$ cat src/systolic_macros.svh
// ====================
// Array size, widths and register word offsets for the 2x2 multiplier
// SA_N must stay a power of two, the register decode splits offsets by bits
// ====================
`ifndef SYSTOLIC_MACROS_SVH
`define SYSTOLIC_MACROS_SVH

// Array dimension
`define SA_N            2

// Operand and result widths
`define SA_DATA_W       16
`define SA_WEIGHT_W     8
`define SA_ACCUM_W      32

// Wishbone word address and data
`define WB_ADDR_W       6
`define WB_DATA_W       32

// Register map, word offsets
`define SA_REG_A0       0
`define SA_REG_B0       4
`define SA_REG_CTRL     8
`define SA_REG_STATUS   9
`define SA_REG_C0       12

`endif
$ cat src/systolic_pkg.sv
// ====================
// Shared types for the systolic multiplier
// Widths follow systolic_macros.svh
// ====================
`include "systolic_macros.svh"

package systolic_pkg;

    // A element, S5.10
    typedef logic signed [`SA_DATA_W-1:0]   data_t;
    // B element, S1.6
    typedef logic signed [`SA_WEIGHT_W-1:0] weight_t;
    // Raw sum of products, no rescaling
    typedef logic signed [`SA_ACCUM_W-1:0]  accum_t;

    // Wishbone word address and data
    typedef logic [`WB_ADDR_W-1:0]          wb_addr_t;
    typedef logic [`WB_DATA_W-1:0]          wb_data_t;

    // Run sequencer
    typedef enum logic [2:0] {
        IDLE,
        CLEAR,
        FEED,
        DRAIN,
        DONE
    } seq_state_t;

endpackage

$ cat src/systolic_top.sv
// ====================
// 2x2 systolic multiplier behind a Wishbone classic slave
// Host loads A and B, starts a run, polls STATUS, reads C
// ====================
`timescale 1ns/10ps
`include "systolic_macros.svh"

module systolic_top import systolic_pkg::*; (
    input  logic     clk,
    input  logic     rst_n,
    input  logic     wb_cyc,
    input  logic     wb_stb,
    input  logic     wb_we,
    input  wb_addr_t wb_adr,
    input  wb_data_t wb_dat_w,
    output wb_data_t wb_dat_r,
    output logic     wb_ack
);

    // Sequencer controls
    logic              enable;
    logic              clear_accum;
    logic              feed_valid;

    // Unskewed operand vectors for step k
    data_t             row_data [`SA_N];
    weight_t           col_weight [`SA_N];

    // Skewed array edges
    data_t             west_data [`SA_N];
    logic [`SA_N-1:0]  west_valid;
    weight_t           north_weight [`SA_N];
    logic [`SA_N-1:0]  north_valid;

    // Results back to the register file
    accum_t            accum [`SA_N*`SA_N];
    logic              corner_valid;

    wb_systolic_ctrl u_ctrl (
        .clk          (clk),
        .rst_n        (rst_n),
        .wb_cyc       (wb_cyc),
        .wb_stb       (wb_stb),
        .wb_we        (wb_we),
        .wb_adr       (wb_adr),
        .wb_dat_w     (wb_dat_w),
        .wb_dat_r     (wb_dat_r),
        .wb_ack       (wb_ack),
        .enable       (enable),
        .clear_accum  (clear_accum),
        .feed_valid   (feed_valid),
        .row_data     (row_data),
        .col_weight   (col_weight),
        .accum        (accum),
        .corner_valid (corner_valid)
    );

    skew_feeder u_feeder (
        .clk          (clk),
        .rst_n        (rst_n),
        .feed_valid   (feed_valid),
        .row_data     (row_data),
        .col_weight   (col_weight),
        .west_data    (west_data),
        .west_valid   (west_valid),
        .north_weight (north_weight),
        .north_valid  (north_valid)
    );

    systolic_array u_array (
        .clk          (clk),
        .rst_n        (rst_n),
        .enable       (enable),
        .clear_accum  (clear_accum),
        .west_data    (west_data),
        .west_valid   (west_valid),
        .north_weight (north_weight),
        .north_valid  (north_valid),
        .accum        (accum),
        .corner_valid (corner_valid)
    );

endmodule

$ cat src/wb_systolic_ctrl.sv
// ====================
// Wishbone classic register file and run sequencer
// Every access is acked on the next clock, no wait states
// A, B and CTRL writes are dropped while a run is busy
// ====================
`timescale 1ns/10ps
`include "systolic_macros.svh"

module wb_systolic_ctrl import systolic_pkg::*; (
    input  logic      clk,
    input  logic      rst_n,
    input  logic      wb_cyc,
    input  logic      wb_stb,
    input  logic      wb_we,
    input  wb_addr_t  wb_adr,
    input  wb_data_t  wb_dat_w,
    output wb_data_t  wb_dat_r,
    output logic      wb_ack,
    output logic      enable,
    output logic      clear_accum,
    output logic      feed_valid,
    output data_t     row_data [`SA_N],
    output weight_t   col_weight [`SA_N],
    input  accum_t    accum [`SA_N*`SA_N],
    input  logic      corner_valid
);

    // Index widths, one matrix index and a flat element index
    localparam int IDX_W = $clog2(`SA_N);
    localparam int NN_W  = 2 * IDX_W;

    localparam wb_addr_t A_BASE   = wb_addr_t'(`SA_REG_A0);
    localparam wb_addr_t B_BASE   = wb_addr_t'(`SA_REG_B0);
    localparam wb_addr_t C_BASE   = wb_addr_t'(`SA_REG_C0);
    localparam wb_addr_t CTRL_ADR = wb_addr_t'(`SA_REG_CTRL);
    localparam wb_addr_t STAT_ADR = wb_addr_t'(`SA_REG_STATUS);
    localparam wb_addr_t MAT_SZ   = wb_addr_t'(`SA_N * `SA_N);

    // Last k step, also last corner pulse
    localparam logic [IDX_W-1:0] K_LAST = IDX_W'(`SA_N - 1);

    seq_state_t       state;
    logic [IDX_W-1:0] k_idx;
    logic [IDX_W-1:0] drain_cnt;
    logic             busy;
    logic             done;
    logic             wb_access;
    logic             wr_en;
    logic             start;

    // Operand matrices, flat row major
    data_t            a_reg [`SA_N*`SA_N];
    weight_t          b_reg [`SA_N*`SA_N];

    wb_addr_t         a_off;
    wb_addr_t         b_off;
    wb_addr_t         c_off;
    logic             a_hit;
    logic             b_hit;
    logic             c_hit;

    // ====================
    // Bus decode
    // ====================
    // Wrap-around below a base fails the range test too
    assign a_off = wb_adr - A_BASE;
    assign b_off = wb_adr - B_BASE;
    assign c_off = wb_adr - C_BASE;
    assign a_hit = a_off < MAT_SZ;
    assign b_hit = b_off < MAT_SZ;
    assign c_hit = c_off < MAT_SZ;

    // New request only while no ack is out
    assign wb_access = wb_cyc && wb_stb && !wb_ack;
    assign wr_en     = wb_access && wb_we;
    assign start     = wr_en && !busy && (wb_adr == CTRL_ADR) && wb_dat_w[0];

    always_ff @(posedge clk or negedge rst_n) begin
        if (!rst_n) begin
            wb_ack <= 1'b0;
        end else begin
            wb_ack <= wb_access;
        end
    end

    // Operand writes land on the ack edge
    always_ff @(posedge clk or negedge rst_n) begin
        if (!rst_n) begin
            for (int e = 0; e < `SA_N * `SA_N; e++) begin
                a_reg[e] <= '0;
                b_reg[e] <= '0;
            end
        end else if (wr_en && !busy) begin
            // Upper bus bits dropped
            if (a_hit) begin
                a_reg[a_off[NN_W-1:0]] <= data_t'(wb_dat_w);
            end
            if (b_hit) begin
                b_reg[b_off[NN_W-1:0]] <= weight_t'(wb_dat_w);
            end
        end
    end

    // Live read mux, sign-extended operands, unmapped reads 0
    always_comb begin
        wb_dat_r = '0;
        if (a_hit) begin
            wb_dat_r = wb_data_t'(a_reg[a_off[NN_W-1:0]]);
        end else if (b_hit) begin
            wb_dat_r = wb_data_t'(b_reg[b_off[NN_W-1:0]]);
        end else if (wb_adr == STAT_ADR) begin
            wb_dat_r = {{(`WB_DATA_W-2){1'b0}}, done, busy};
        end else if (c_hit) begin
            wb_dat_r = accum[c_off[NN_W-1:0]];
        end
    end

    // ====================
    // Run sequencer
    // ====================
    always_ff @(posedge clk or negedge rst_n) begin
        if (!rst_n) begin
            state     <= IDLE;
            k_idx     <= '0;
            drain_cnt <= '0;
        end else begin
            case (state)
                IDLE, DONE: begin
                    if (start) begin
                        state <= CLEAR;
                    end
                end
                CLEAR: begin
                    state <= FEED;
                    k_idx <= '0;
                end
                FEED: begin
                    // One k step per cycle
                    if (k_idx == K_LAST) begin
                        state     <= DRAIN;
                        drain_cnt <= '0;
                    end else begin
                        k_idx <= k_idx + 1'b1;
                    end
                end
                DRAIN: begin
                    // Corner cell pulses once per k
                    if (corner_valid) begin
                        if (drain_cnt == K_LAST) begin
                            state <= DONE;
                        end else begin
                            drain_cnt <= drain_cnt + 1'b1;
                        end
                    end
                end
                default: state <= IDLE;
            endcase
        end
    end

    assign busy        = (state == CLEAR) || (state == FEED) || (state == DRAIN);
    assign done        = (state == DONE);
    assign clear_accum = (state == CLEAR);
    assign feed_valid  = (state == FEED);
    // Array runs through feed and drain
    assign enable      = (state == FEED) || (state == DRAIN);

    // Column k of A and row k of B
    for (genvar g = 0; g < `SA_N; g++) begin : g_vec
        assign row_data[g]   = a_reg[{IDX_W'(g), k_idx}];
        assign col_weight[g] = b_reg[{k_idx, IDX_W'(g)}];
    end

endmodule

$ cat src/skew_feeder.sv
// ====================
// Skews the operand vectors onto the array edges
// Row g and column g are delayed g cycles, lane 0 is combinational
// ====================
`timescale 1ns/10ps
`include "systolic_macros.svh"

module skew_feeder import systolic_pkg::*; (
    input  logic              clk,
    input  logic              rst_n,
    input  logic              feed_valid,
    input  data_t             row_data [`SA_N],
    input  weight_t           col_weight [`SA_N],
    output data_t             west_data [`SA_N],
    output logic [`SA_N-1:0]  west_valid,
    output weight_t           north_weight [`SA_N],
    output logic [`SA_N-1:0]  north_valid
);

    for (genvar g = 0; g < `SA_N; g++) begin : g_lane
        if (g == 0) begin : g_pass
            // No skew on the first row and column
            assign west_data[g]    = row_data[g];
            assign west_valid[g]   = feed_valid;
            assign north_weight[g] = col_weight[g];
            assign north_valid[g]  = feed_valid;
        end else begin : g_delay
            data_t   d_q [g];
            weight_t w_q [g];
            logic    v_q [g];

            // Operand stages, qualified by v_q
            always_ff @(posedge clk) begin
                d_q[0] <= row_data[g];
                w_q[0] <= col_weight[g];
                for (int s = 1; s < g; s++) begin
                    d_q[s] <= d_q[s-1];
                    w_q[s] <= w_q[s-1];
                end
            end

            // Shared valid line, rows and columns stay in step
            always_ff @(posedge clk or negedge rst_n) begin
                if (!rst_n) begin
                    for (int s = 0; s < g; s++) begin
                        v_q[s] <= 1'b0;
                    end
                end else begin
                    v_q[0] <= feed_valid;
                    for (int s = 1; s < g; s++) begin
                        v_q[s] <= v_q[s-1];
                    end
                end
            end

            assign west_data[g]    = d_q[g-1];
            assign west_valid[g]   = v_q[g-1];
            assign north_weight[g] = w_q[g-1];
            assign north_valid[g]  = v_q[g-1];
        end
    end

endmodule

$ cat src/systolic_array.sv
// ====================
// SA_N x SA_N output-stationary grid of processing elements
// Edges must arrive already skewed, east and south outputs go nowhere
// ====================
`timescale 1ns/10ps
`include "systolic_macros.svh"

module systolic_array import systolic_pkg::*; (
    input  logic              clk,
    input  logic              rst_n,
    input  logic              enable,
    input  logic              clear_accum,
    input  data_t             west_data [`SA_N],
    input  logic [`SA_N-1:0]  west_valid,
    input  weight_t           north_weight [`SA_N],
    input  logic [`SA_N-1:0]  north_valid,
    output accum_t            accum [`SA_N*`SA_N],
    output logic              corner_valid
);

    // ====================
    // Links between cells
    // ====================
    // Column SA_N of the data links is the east edge
    data_t   h_data  [`SA_N][`SA_N+1];
    logic    h_valid [`SA_N][`SA_N+1];
    // Row SA_N of the weight links is the south edge
    weight_t v_weight [`SA_N+1][`SA_N];
    logic    v_valid  [`SA_N+1][`SA_N];
    // Result flags per cell, row major
    logic    res_valid [`SA_N*`SA_N];

    for (genvar e = 0; e < `SA_N; e++) begin : g_edge
        // West edge feeds column 0
        assign h_data[e][0]   = west_data[e];
        assign h_valid[e][0]  = west_valid[e];
        // North edge feeds row 0
        assign v_weight[0][e] = north_weight[e];
        assign v_valid[0][e]  = north_valid[e];
    end

    // ====================
    // Cell grid
    // ====================
    for (genvar i = 0; i < `SA_N; i++) begin : g_row
        for (genvar j = 0; j < `SA_N; j++) begin : g_col
            processing_element u_pe (
                .clk              (clk),
                .rst_n            (rst_n),
                .enable           (enable),
                .clear_accum      (clear_accum),
                .data_in          (h_data[i][j]),
                .data_valid_in    (h_valid[i][j]),
                .data_out         (h_data[i][j+1]),
                .data_valid_out   (h_valid[i][j+1]),
                .weight_in        (v_weight[i][j]),
                .weight_valid_in  (v_valid[i][j]),
                .weight_out       (v_weight[i+1][j]),
                .weight_valid_out (v_valid[i+1][j]),
                .accum_out        (accum[i*`SA_N+j]),
                .result_valid     (res_valid[i*`SA_N+j])
            );
        end
    end

    // Bottom-right cell finishes last
    assign corner_valid = res_valid[`SA_N*`SA_N-1];

endmodule

$ cat src/processing_element.sv
// ====================
// One systolic cell, data moves east and weights move south
// Pass-through is one cycle, valids drop while enable is low
// ====================
`timescale 1ns/10ps

module processing_element import systolic_pkg::*; (
    input  logic    clk,
    input  logic    rst_n,
    input  logic    enable,
    input  logic    clear_accum,
    input  data_t   data_in,
    input  logic    data_valid_in,
    output data_t   data_out,
    output logic    data_valid_out,
    input  weight_t weight_in,
    input  logic    weight_valid_in,
    output weight_t weight_out,
    output logic    weight_valid_out,
    output accum_t  accum_out,
    output logic    result_valid
);

    logic    mac_en;
    data_t   mac_data;
    weight_t mac_weight;
    data_t   data_q;
    weight_t weight_q;
    logic    data_valid_q;
    logic    weight_valid_q;

    // ====================
    // MAC input gating
    // ====================
    // Accumulate only on a matched pair
    assign mac_en     = enable && data_valid_in && weight_valid_in;
    assign mac_data   = mac_en ? data_in : '0;
    assign mac_weight = mac_en ? weight_in : '0;

    // ====================
    // Systolic pass-through
    // ====================
    // Operands themselves qualified by the valid flags
    always_ff @(posedge clk) begin
        if (enable) begin
            data_q   <= data_in;
            weight_q <= weight_in;
        end
    end

    always_ff @(posedge clk or negedge rst_n) begin
        if (!rst_n) begin
            data_valid_q   <= 1'b0;
            weight_valid_q <= 1'b0;
        end else begin
            // Stalled array forwards nothing
            data_valid_q   <= enable && data_valid_in;
            weight_valid_q <= enable && weight_valid_in;
        end
    end

    assign data_out         = data_q;
    assign data_valid_out   = data_valid_q;
    assign weight_out       = weight_q;
    assign weight_valid_out = weight_valid_q;

    mac_unit u_mac (
        .clk         (clk),
        .rst_n       (rst_n),
        .enable      (mac_en),
        .clear_accum (clear_accum),
        .data_in     (mac_data),
        .weight_in   (mac_weight),
        .accum_out   (accum_out),
        .valid_out   (result_valid)
    );

endmodule

$ cat src/mac_unit.sv
// ====================
// Signed multiply-accumulate, one cycle per update
// Clear wins over enable, no saturation on the 32-bit sum
// ====================
`timescale 1ns/10ps

module mac_unit import systolic_pkg::*; (
    input  logic    clk,
    input  logic    rst_n,
    input  logic    enable,
    input  logic    clear_accum,
    input  data_t   data_in,
    input  weight_t weight_in,
    output accum_t  accum_out,
    output logic    valid_out
);

    accum_t product;
    accum_t accum_q;
    logic   valid_q;

    // Both operands widened before the multiply
    // Full product fits in 24 bits so the 32-bit result is exact
    assign product = accum_t'(data_in) * accum_t'(weight_in);

    always_ff @(posedge clk or negedge rst_n) begin
        if (!rst_n) begin
            accum_q <= '0;
            valid_q <= 1'b0;
        end else if (clear_accum) begin
            // New run starts from zero
            accum_q <= '0;
            valid_q <= 1'b0;
        end else if (enable) begin
            accum_q <= accum_q + product;
            valid_q <= 1'b1;
        end else begin
            valid_q <= 1'b0;
        end
    end

    // Valid pulses once per accumulate
    assign accum_out = accum_q;
    assign valid_out = valid_q;

endmodule

$ cat config.mk
export PLATFORM = sky130hd
export DESIGN_NAME = systolic_top
export DESIGN_NICKNAME = d
export VERILOG_FILES = /design/src/systolic_pkg.sv /design/src/systolic_top.sv /design/src/wb_systolic_ctrl.sv /design/src/skew_feeder.sv /design/src/systolic_array.sv /design/src/processing_element.sv /design/src/mac_unit.sv
export VERILOG_INCLUDE_DIRS = /design/src
export SDC_FILE = /design/constraint.sdc
export NUM_CORES = 2
export LEC_CHECK = 0
export ABC_AREA = 1
export BUFFER_PORTS_ARGS = -buffer_cell sky130_fd_sc_hd__buf_2
export CAP_MARGIN = 20
export CELL_PAD_IN_SITES_DETAIL_PLACEMENT = 1
export CELL_PAD_IN_SITES_GLOBAL_PLACEMENT = 2
export CORE_ASPECT_RATIO = 1.75
export CORE_MARGIN = 3
export CORE_UTILIZATION = 40
export DETAILED_ROUTE_END_ITERATION = 12
export MAX_ROUTING_LAYER = met4
export PLACE_DENSITY = 0.81
export SYNTH_ARGS = -nofsm -noshare
export SYNTH_HDL_FRONTEND = slang
export SYNTH_SLANG_ARGS = --single-unit
$ cat constraint.sdc
create_clock -name clk -period 8.9 [get_ports clk]
set_clock_uncertainty 0.2 [all_clocks]
set_input_delay 2.67 -clock clk [delete_from_list [all_inputs] [get_ports clk]]
set_output_delay 2.67 -clock clk [all_outputs]
set_load 0.03 [all_outputs]
**Word-level counts from Yosys, hierarchy flattened**

Memory sizes are Yosys's and may differ from the RTL's.
Index checks and enable logic that the tools add are counted.

- RAM bits: 24
- Bits of input ports: 43
- Memories: 2
- Register bits after elaboration: 282
- Word-level logic and storage cells: 160
- Output and inout bits: 33

- Multiplexer cells: 60
- Order comparisons: 12
- $mul: 4
- Equal/unequal tests: 10
- Add/sub/neg operators: 8
- Bitwise operators: 7
- Reductions and logical operators: 33

Memories:

| memory | words | width | rd ports | clocked after Yosys merged registers in | write ports | RTL line | source |
|---|---|---|---|---|---|---|---|
| u_feeder.g_lane[1].g_delay.d_q | 1 | 16 | 1 | 0 | 1 | skew_feeder.sv:28 | `data_t d_q [g];` |
| u_feeder.g_lane[1].g_delay.w_q | 1 | 8 | 1 | 0 | 1 | skew_feeder.sv:29 | `weight_t w_q [g];` |

Operators by type and width:

| kind | number |
|---|---|
| 32-bit two-way mux | 14 |
| 16-bit two-way mux | 11 |
| 32-bit by 24-bit adder with 32-bit output | 4 |
| 16-bit binary-select mux with 2-bit select | 3 |
| 16-bit by 8-bit multiplier with 24-bit output | 4 |
| 8-bit two-way mux | 11 |
| 32-bit binary-select mux with 2-bit select | 1 |
| 64-bit bitwise mux | 1 |
| 8-bit binary-select mux with 2-bit select | 3 |
| 32-bit bitwise mux | 1 |
| 16-bit demux with 2-bit select | 1 |
| 3-bit greater-or-equal comparator (second input constant) | 7 |
| 6-bit by 3-bit < comparator with 1-bit output (second input constant) | 3 |
| 2-bit inverter with 3-bit output | 6 |
| 8-bit demux with 2-bit select | 1 |
| 1-bit logical AND | 16 |
| 6-bit by 4-bit == test with 1-bit output (second input constant) | 2 |
| 3-bit two-way mux | 4 |
| 3-bit one-hot mux with 4 select lines | 1 |
| 2-bit nonzero test | 6 |
| 3-bit by 2-bit == test with 1-bit output (second input constant) | 2 |
| 3-bit by 1-bit < comparator with 1-bit output (second input constant) | 2 |
| 1-bit two-way mux | 6 |
| 2-bit by 1-bit inequality test with 1-bit output (second input constant) | 3 |
| 15 further kinds | 21 |

**Depth between registers and ports, before layout**

- Depth after elaboration: 9
- Mapped depth: 30
- Depth with buffers taken out: 29

**Modules after synthesis**

From an unflattened synthesis, not the netlist that was laid out.

- Cell total of the unflattened synthesis: 5687
- Area, all modules: 44486.4 sq um

By module, submodules not included:

| module | cells an instance | area each (sq um) | instances | seq. area each (sq um) |
|---|---|---|---|---|
| mac_unit (u_array.g_row[1].g_col[1].u_pe.u_mac) | 1108 | 8421.8 | 1 | 825.8 |
| mac_unit (u_array.g_row[0].g_col[0].u_pe.u_mac) | 1076 | 8346.8 | 1 | 825.8 |
| mac_unit (u_array.g_row[0].g_col[1].u_pe.u_mac) | 1086 | 8321.7 | 1 | 825.8 |
| mac_unit (u_array.g_row[1].g_col[0].u_pe.u_mac) | 1093 | 8291.7 | 1 | 825.8 |
| wb_systolic_ctrl | 943 | 6119.6 | 1 | 2552.4 |
| processing_element | 82 | 1067.3 | 4 | 770.7 |
| skew_feeder | 53 | 715.7 | 1 | 505.5 |

**Worst setup path before layout**

Ideal clock, no wire load.

- Path type: in2out
- From: input wb_adr[4]
- To: output wb_dat_r[21]
- Required time: 6.030 ns
- Arrival: 4.067 ns
- Path slack: 1.963 ns
- Path buffers: 1
- Stages on the path: 7
- Cell sequence: nor2_1 > nand3_1 > inv_2 > and2_1 > nor2_4 > buf_4 > a21oi_1

- Cells in the longest elaborated chain, start to end: 6
- Elaborated cells between the ends (all ways): 10
- Those cells by class: 2 x add/sub; 3 x order compare; 1 x eq/ne; 4 x mux

RTL lines:

| element | RTL line | source |
|---|---|---|
| start, declared | systolic_top.sv:14 | `input wb_addr_t wb_adr,` |
| 6-bit by 4-bit subtractor with 6-bit output | wb_systolic_ctrl.sv:68 | `assign c_off = wb_adr - C_BASE;` |
| 6-bit by 3-bit < comparator with 1-bit output | wb_systolic_ctrl.sv:71 | `assign c_hit = c_off < MAT_SZ;` |
| 32-bit two-way mux | wb_systolic_ctrl.sv:113 | `end else if (c_hit) begin` |
| 32-bit two-way mux | wb_systolic_ctrl.sv:111 | `end else if (wb_adr == STAT_ADR) begin` |
| 32-bit two-way mux | wb_systolic_ctrl.sv:109 | `end else if (b_hit) begin` |
| 32-bit two-way mux (*) | wb_systolic_ctrl.sv:107 | `if (a_hit) begin` |
| end, declared | systolic_top.sv:16 | `output wb_data_t wb_dat_r,` |

Mark *: on every way between the ends. The rest lies on a longest branch, timed or not.

**Worst setup path after layout**

- From: input wb_adr[1]
- To: output wb_dat_r[16]

- Cells in the longest elaborated chain, start to end: 9
- Elaborated cells between the ends (all ways): 22
- Those cells by class: 2 x add/sub; 3 x order compare; 1 x eq/ne; 13 x mux; 3 x bitwise

RTL lines:

| element | RTL line |
|---|---|
| parallel branches: the longest is 8 deep, another holds 6-bit by 4-bit subtractor with 6-bit output | n/a |
| 32-bit two-way mux (*) | wb_systolic_ctrl.sv:107 |

Every way passes the cells marked *. The select of a mux whose other input is x is not followed.

==> reports/summary.json <==
{
  "cts_resized": 0,
  "ant_nets": 0,
  "cts_sinks": 306,
  "critical_path.cell_chain": "buf_2 -> inv_1 -> nand2_2 -> inv_1 -> buf_4 -> buf_4 -> nand2_1 -> o21ai_0 -> o21ai_0 -> a21oi_1 -> buf_2",
  "critPathTopFamily": "buffers and inverters",
  "final_period_minus_worst_setup_slack_ns": 7.87,
  "finalCoreUtilization": 0.437,
  "areaGrowthSynthToFinish_pct": 8.01,
  "critical_path.max_stage_delay_ns": 0.45,
  "clock_tree_buffer_depth": 3,
  "clkLatencyLatePin_ns": 0.62,
  "worst-setup-path-type": "input pin to output pin",
  "cell_area_after_placement_mm2": 0.0420,
  "synth-main-ff-cell": "sky130_fd_sc_hd__dfrtp_1",
  "cp_data_arrival_time_ns": 5.00,
  "cts_buffers": 39,
  "post_cts.repair.setup_buffers": 0,
  "outcome": "finished, final reports clean",
  "synth_nets": 6024,
  "setup-violations-final": 0,
  "route.final.wire_length_um": 153000,
  "edff_count_synth": 48,
  "critical_path.endpoint_type": "output pin",
  "syn-instance-count": 5061,
  "ir_worst_vdd_uv": 156,
  "grt_pass1_wl_um": 233000,
  "via_per_inst": 5.30,
  "start_util": 0.404,
  "critical-path-slowest-cell": "sky130_fd_sc_hd__buf_4",
  "yosys.cell_types.count": 41,
  "finalWorstSetupSlack_ns": 1.03,
  "synth.yosys.seq_area_share": 0.193,
  "die_w_um": 246,
  "post_route_cell_area_mm2": 0.0435,
  "clk_pin_slew_worst_paths_ns": 0.07,
  "number_of_h_tree_branching_levels": 2,
  "worstMarginPinSlew_ns": 1.24,
  "post_synth.cell_area_avg_um2": 7.96,
  "timing.max_cap.violations": 0,
  "via_count": 34098,
  "grt_setup_unrepaired": "false",
  "largest_reg_flops": 128,
  "boundary_pin_count": 76,
  "number_of_optimization_iterations_in_the_first_detailed_route_pass": 5,
  "detailedPlace.worstSlack_ns": 1.11,
  "dp.cells": 6360,
  "avgRoutedWirePerCell_um": 23.7,
  "crit_fanout": 22,
  "hold_viol_final": 0,
  "globalplace.congestion": 0.942,
  "power.total_mw": 5.54,
  "setup_total_negative_slack_ns": 0,
  "globalRouteTotalUtil": 0.309,
  "report.final.slew_viol_count": 0,
  "final.hold.worst_slack_ns": 0.289,
  "start_kind": "input pin",
  "fmaxAchievable_ghz": 0.127,
  "power_density_mw_per_mm2": 127,
  "drt_drc_violations_left": 0,
  "clockRootBuffer": "sky130_fd_sc_hd__clkbuf_16",
  "grt_start_max_net_pins": 144,
  "cp.buffers_inverters": 6,
  "yosysWarningCount": 0,
  "die_area_mm2": 0.105,
  "worst-endpoint-required_ns": 6.03,
  "gr-total-overflow": 0,
  "synth.ff_latch_count": 306,
  "std_cell_rows": 153,
  "timing.final.crit_share": 0.884,
  "async_flop_share": 0.765,
  "synthesis.area_mm2": 0.0403,
  "postCtsHoldBufs": 0,
  "core_area_mm2": 0.0995,
  "timing.max_slew.rel_slack": 0.166,
  "die_height_um": 426,
  "static-leakage-power_nw": 24.2,
  "hold_path_class": "flip-flop to flip-flop",
  "layoutNonFillerInstCount": 6438,
  "cts_tree": "yes",
  "numPortBuffers": 59,
  "final_net_count": 6050,
  "first_iter_violations": 1465,
  "final_layout_size_suffix_gt1_frac": 0.0414,
  "first_global_vias": 39073,
  "dp_hpwl_um": 128000,
  "grt_antenna_before_repair": 5
}
==> path summary, 6_finish.rpt <==
check | endpoint | startpoint | slack, ns | cells after the start
setup / recovery | wb_dat_r[16] | wb_adr[1] | 1.03 | 11
hold / removal | flip-flop | flip-flop | 0.29 | 2
setup reg to reg | flip-flop | u_ctrl.state[2]$_DFFE_PN0P_ | 1.29 | 24
hold reg to reg | flip-flop | flip-flop | 0.29 | 2
max in group asynchronous | u_ctrl.a_reg[56]$_DFFE_PN0P_ | rst_n | 5.05 | 2
min in group asynchronous | asynchronous set/reset pin | rst_n | 1.87 | 1
==> report_power, final <==
part / switching, mW / internal [mW]
Sequential: 0.176 / 1.64
Combinational: 1.40 / 0.512
Clock: 0.782 / 1.04
Total: 2.36 / 3.19
==> worst register-to-register path, stage by stage (launching register included) <==
cell and delay, ns:
sky130_fd_sc_hd__dfrtp_1 0.44, sky130_fd_sc_hd__inv_1 0.09, sky130_fd_sc_hd__nand2_2 0.11, sky130_fd_sc_hd__nor2_2 0.18, sky130_fd_sc_hd__nand2_1 0.12, sky130_fd_sc_hd__inv_2 0.27
sky130_fd_sc_hd__buf_4 0.74, sky130_fd_sc_hd__nand2_1 0.67, sky130_fd_sc_hd__inv_1 0.28, sky130_fd_sc_hd__nand2_1 0.09, sky130_fd_sc_hd__fa_1 0.46, sky130_fd_sc_hd__fa_1 0.49
sky130_fd_sc_hd__inv_1 0.05, sky130_fd_sc_hd__fa_1 0.52, sky130_fd_sc_hd__fa_1 0.45, sky130_fd_sc_hd__fa_1 0.45, sky130_fd_sc_hd__ha_1 0.38, sky130_fd_sc_hd__nand2_1 0.09
sky130_fd_sc_hd__nand2_1 0.17, sky130_fd_sc_hd__a21oi_1 0.18, sky130_fd_sc_hd__nand2_1 0.11, sky130_fd_sc_hd__nand2_1 0.08, sky130_fd_sc_hd__nand2_1 0.16, sky130_fd_sc_hd__o21ai_0 0.53
sky130_fd_sc_hd__nand2_1 0.13
==> cell usage in the layout, fill, tap and decap left out, types with 23 or more instances in the layout <==
cell,Yosys,routed
sky130_fd_sc_hd__a21oi_1,142,142
sky130_fd_sc_hd__a22oi_1,33,33
sky130_fd_sc_hd__buf_2,69,58
sky130_fd_sc_hd__buf_4,6,37
sky130_fd_sc_hd__clkbuf_16,0,40
sky130_fd_sc_hd__dfrtp_1,234,233
sky130_fd_sc_hd__dfxtp_1,24,24
sky130_fd_sc_hd__edfxtp_1,48,48
sky130_fd_sc_hd__fa_1,640,640
sky130_fd_sc_hd__ha_1,280,280
sky130_fd_sc_hd__inv_1,936,936
sky130_fd_sc_hd__nand2_1,1312,1312
sky130_fd_sc_hd__nand3_1,209,209
sky130_fd_sc_hd__nand4_1,41,41
sky130_fd_sc_hd__nor2_1,554,548
sky130_fd_sc_hd__nor3_1,32,32
sky130_fd_sc_hd__o21ai_0,258,258
sky130_fd_sc_hd__o21ai_1,23,23
sky130_fd_sc_hd__o21bai_1,25,25
sky130_fd_sc_hd__o22ai_1,51,51
==> final cells by class <==
cell class | instances | area (µm²)
Fill cell | 12243 | 56100
Multi-Input combinational cell | 3694 | 28400
Sequential cell | 306 | 7780
Inverter | 945 | 3550
Tap cell | 1317 | 1650
Clock buffer | 45 | 1040
Timing Repair Buffer | 101 | 681
Clock inverter | 27 | 372
Antenna cell | 3 | 7.51
==> cells in the mapped netlist, types with 11 or more instances <==
master	n	area, µm²
sky130_fd_sc_hd__a22oi_1	33	248
sky130_fd_sc_hd__buf_2	69	345
sky130_fd_sc_hd__o22ai_1	51	319
sky130_fd_sc_hd__fa_1	640	12800
sky130_fd_sc_hd__nand2_1	1312	4920
sky130_fd_sc_hd__clkbuf_1	35	131
sky130_fd_sc_hd__dfrtp_1	234	5860
sky130_fd_sc_hd__ha_1	280	3500
sky130_fd_sc_hd__inv_1	936	3510
sky130_fd_sc_hd__o21ai_0	258	1290
sky130_fd_sc_hd__nand4_1	41	257
sky130_fd_sc_hd__edfxtp_1	48	1440
sky130_fd_sc_hd__o21bai_1	25	188
sky130_fd_sc_hd__nor3_1	32	160
sky130_fd_sc_hd__nor2_1	554	2080
sky130_fd_sc_hd__nand3b_1	12	90.1
sky130_fd_sc_hd__a21oi_1	142	711
sky130_fd_sc_hd__and2_1	11	68.8
sky130_fd_sc_hd__dfxtp_1	24	480
sky130_fd_sc_hd__o21ai_1	23	115
sky130_fd_sc_hd__nand3_1	209	1050
sky130_fd_sc_hd__xnor2_1	13	114
==> cell families (layout without fill, tap and decap cells) <==
family,after synthesis,in the layout,share of synthesized area
buf+inv,1061,1118,0.102
fa+ha+maj,920,920,0.405
xor+xnor,21,21,0.00457
simple gates,2204,2204,0.221
compound gates,549,549,0.0748
flops,306,306,0.193
other cells,0,3,0
==> routing by layer <==
| metal | part of all wire | track usage | up-vias | wire [µm] |
|---|---|---|---|---|
| met5 | 0 | - | - | 0 |
| met4 | 0.092 | 0.221 | 0 | 14100 |
| met3 | 0.023 | 0.0217 | 440 | 3490 |
| met2 | 0.56 | 0.589 | 699 | 84700 |
| met1 | 0.33 | 0.287 | 17330 | 50300 |
| li1 | - | - | 15629 | - |
(Power assumes the default switching activity.)
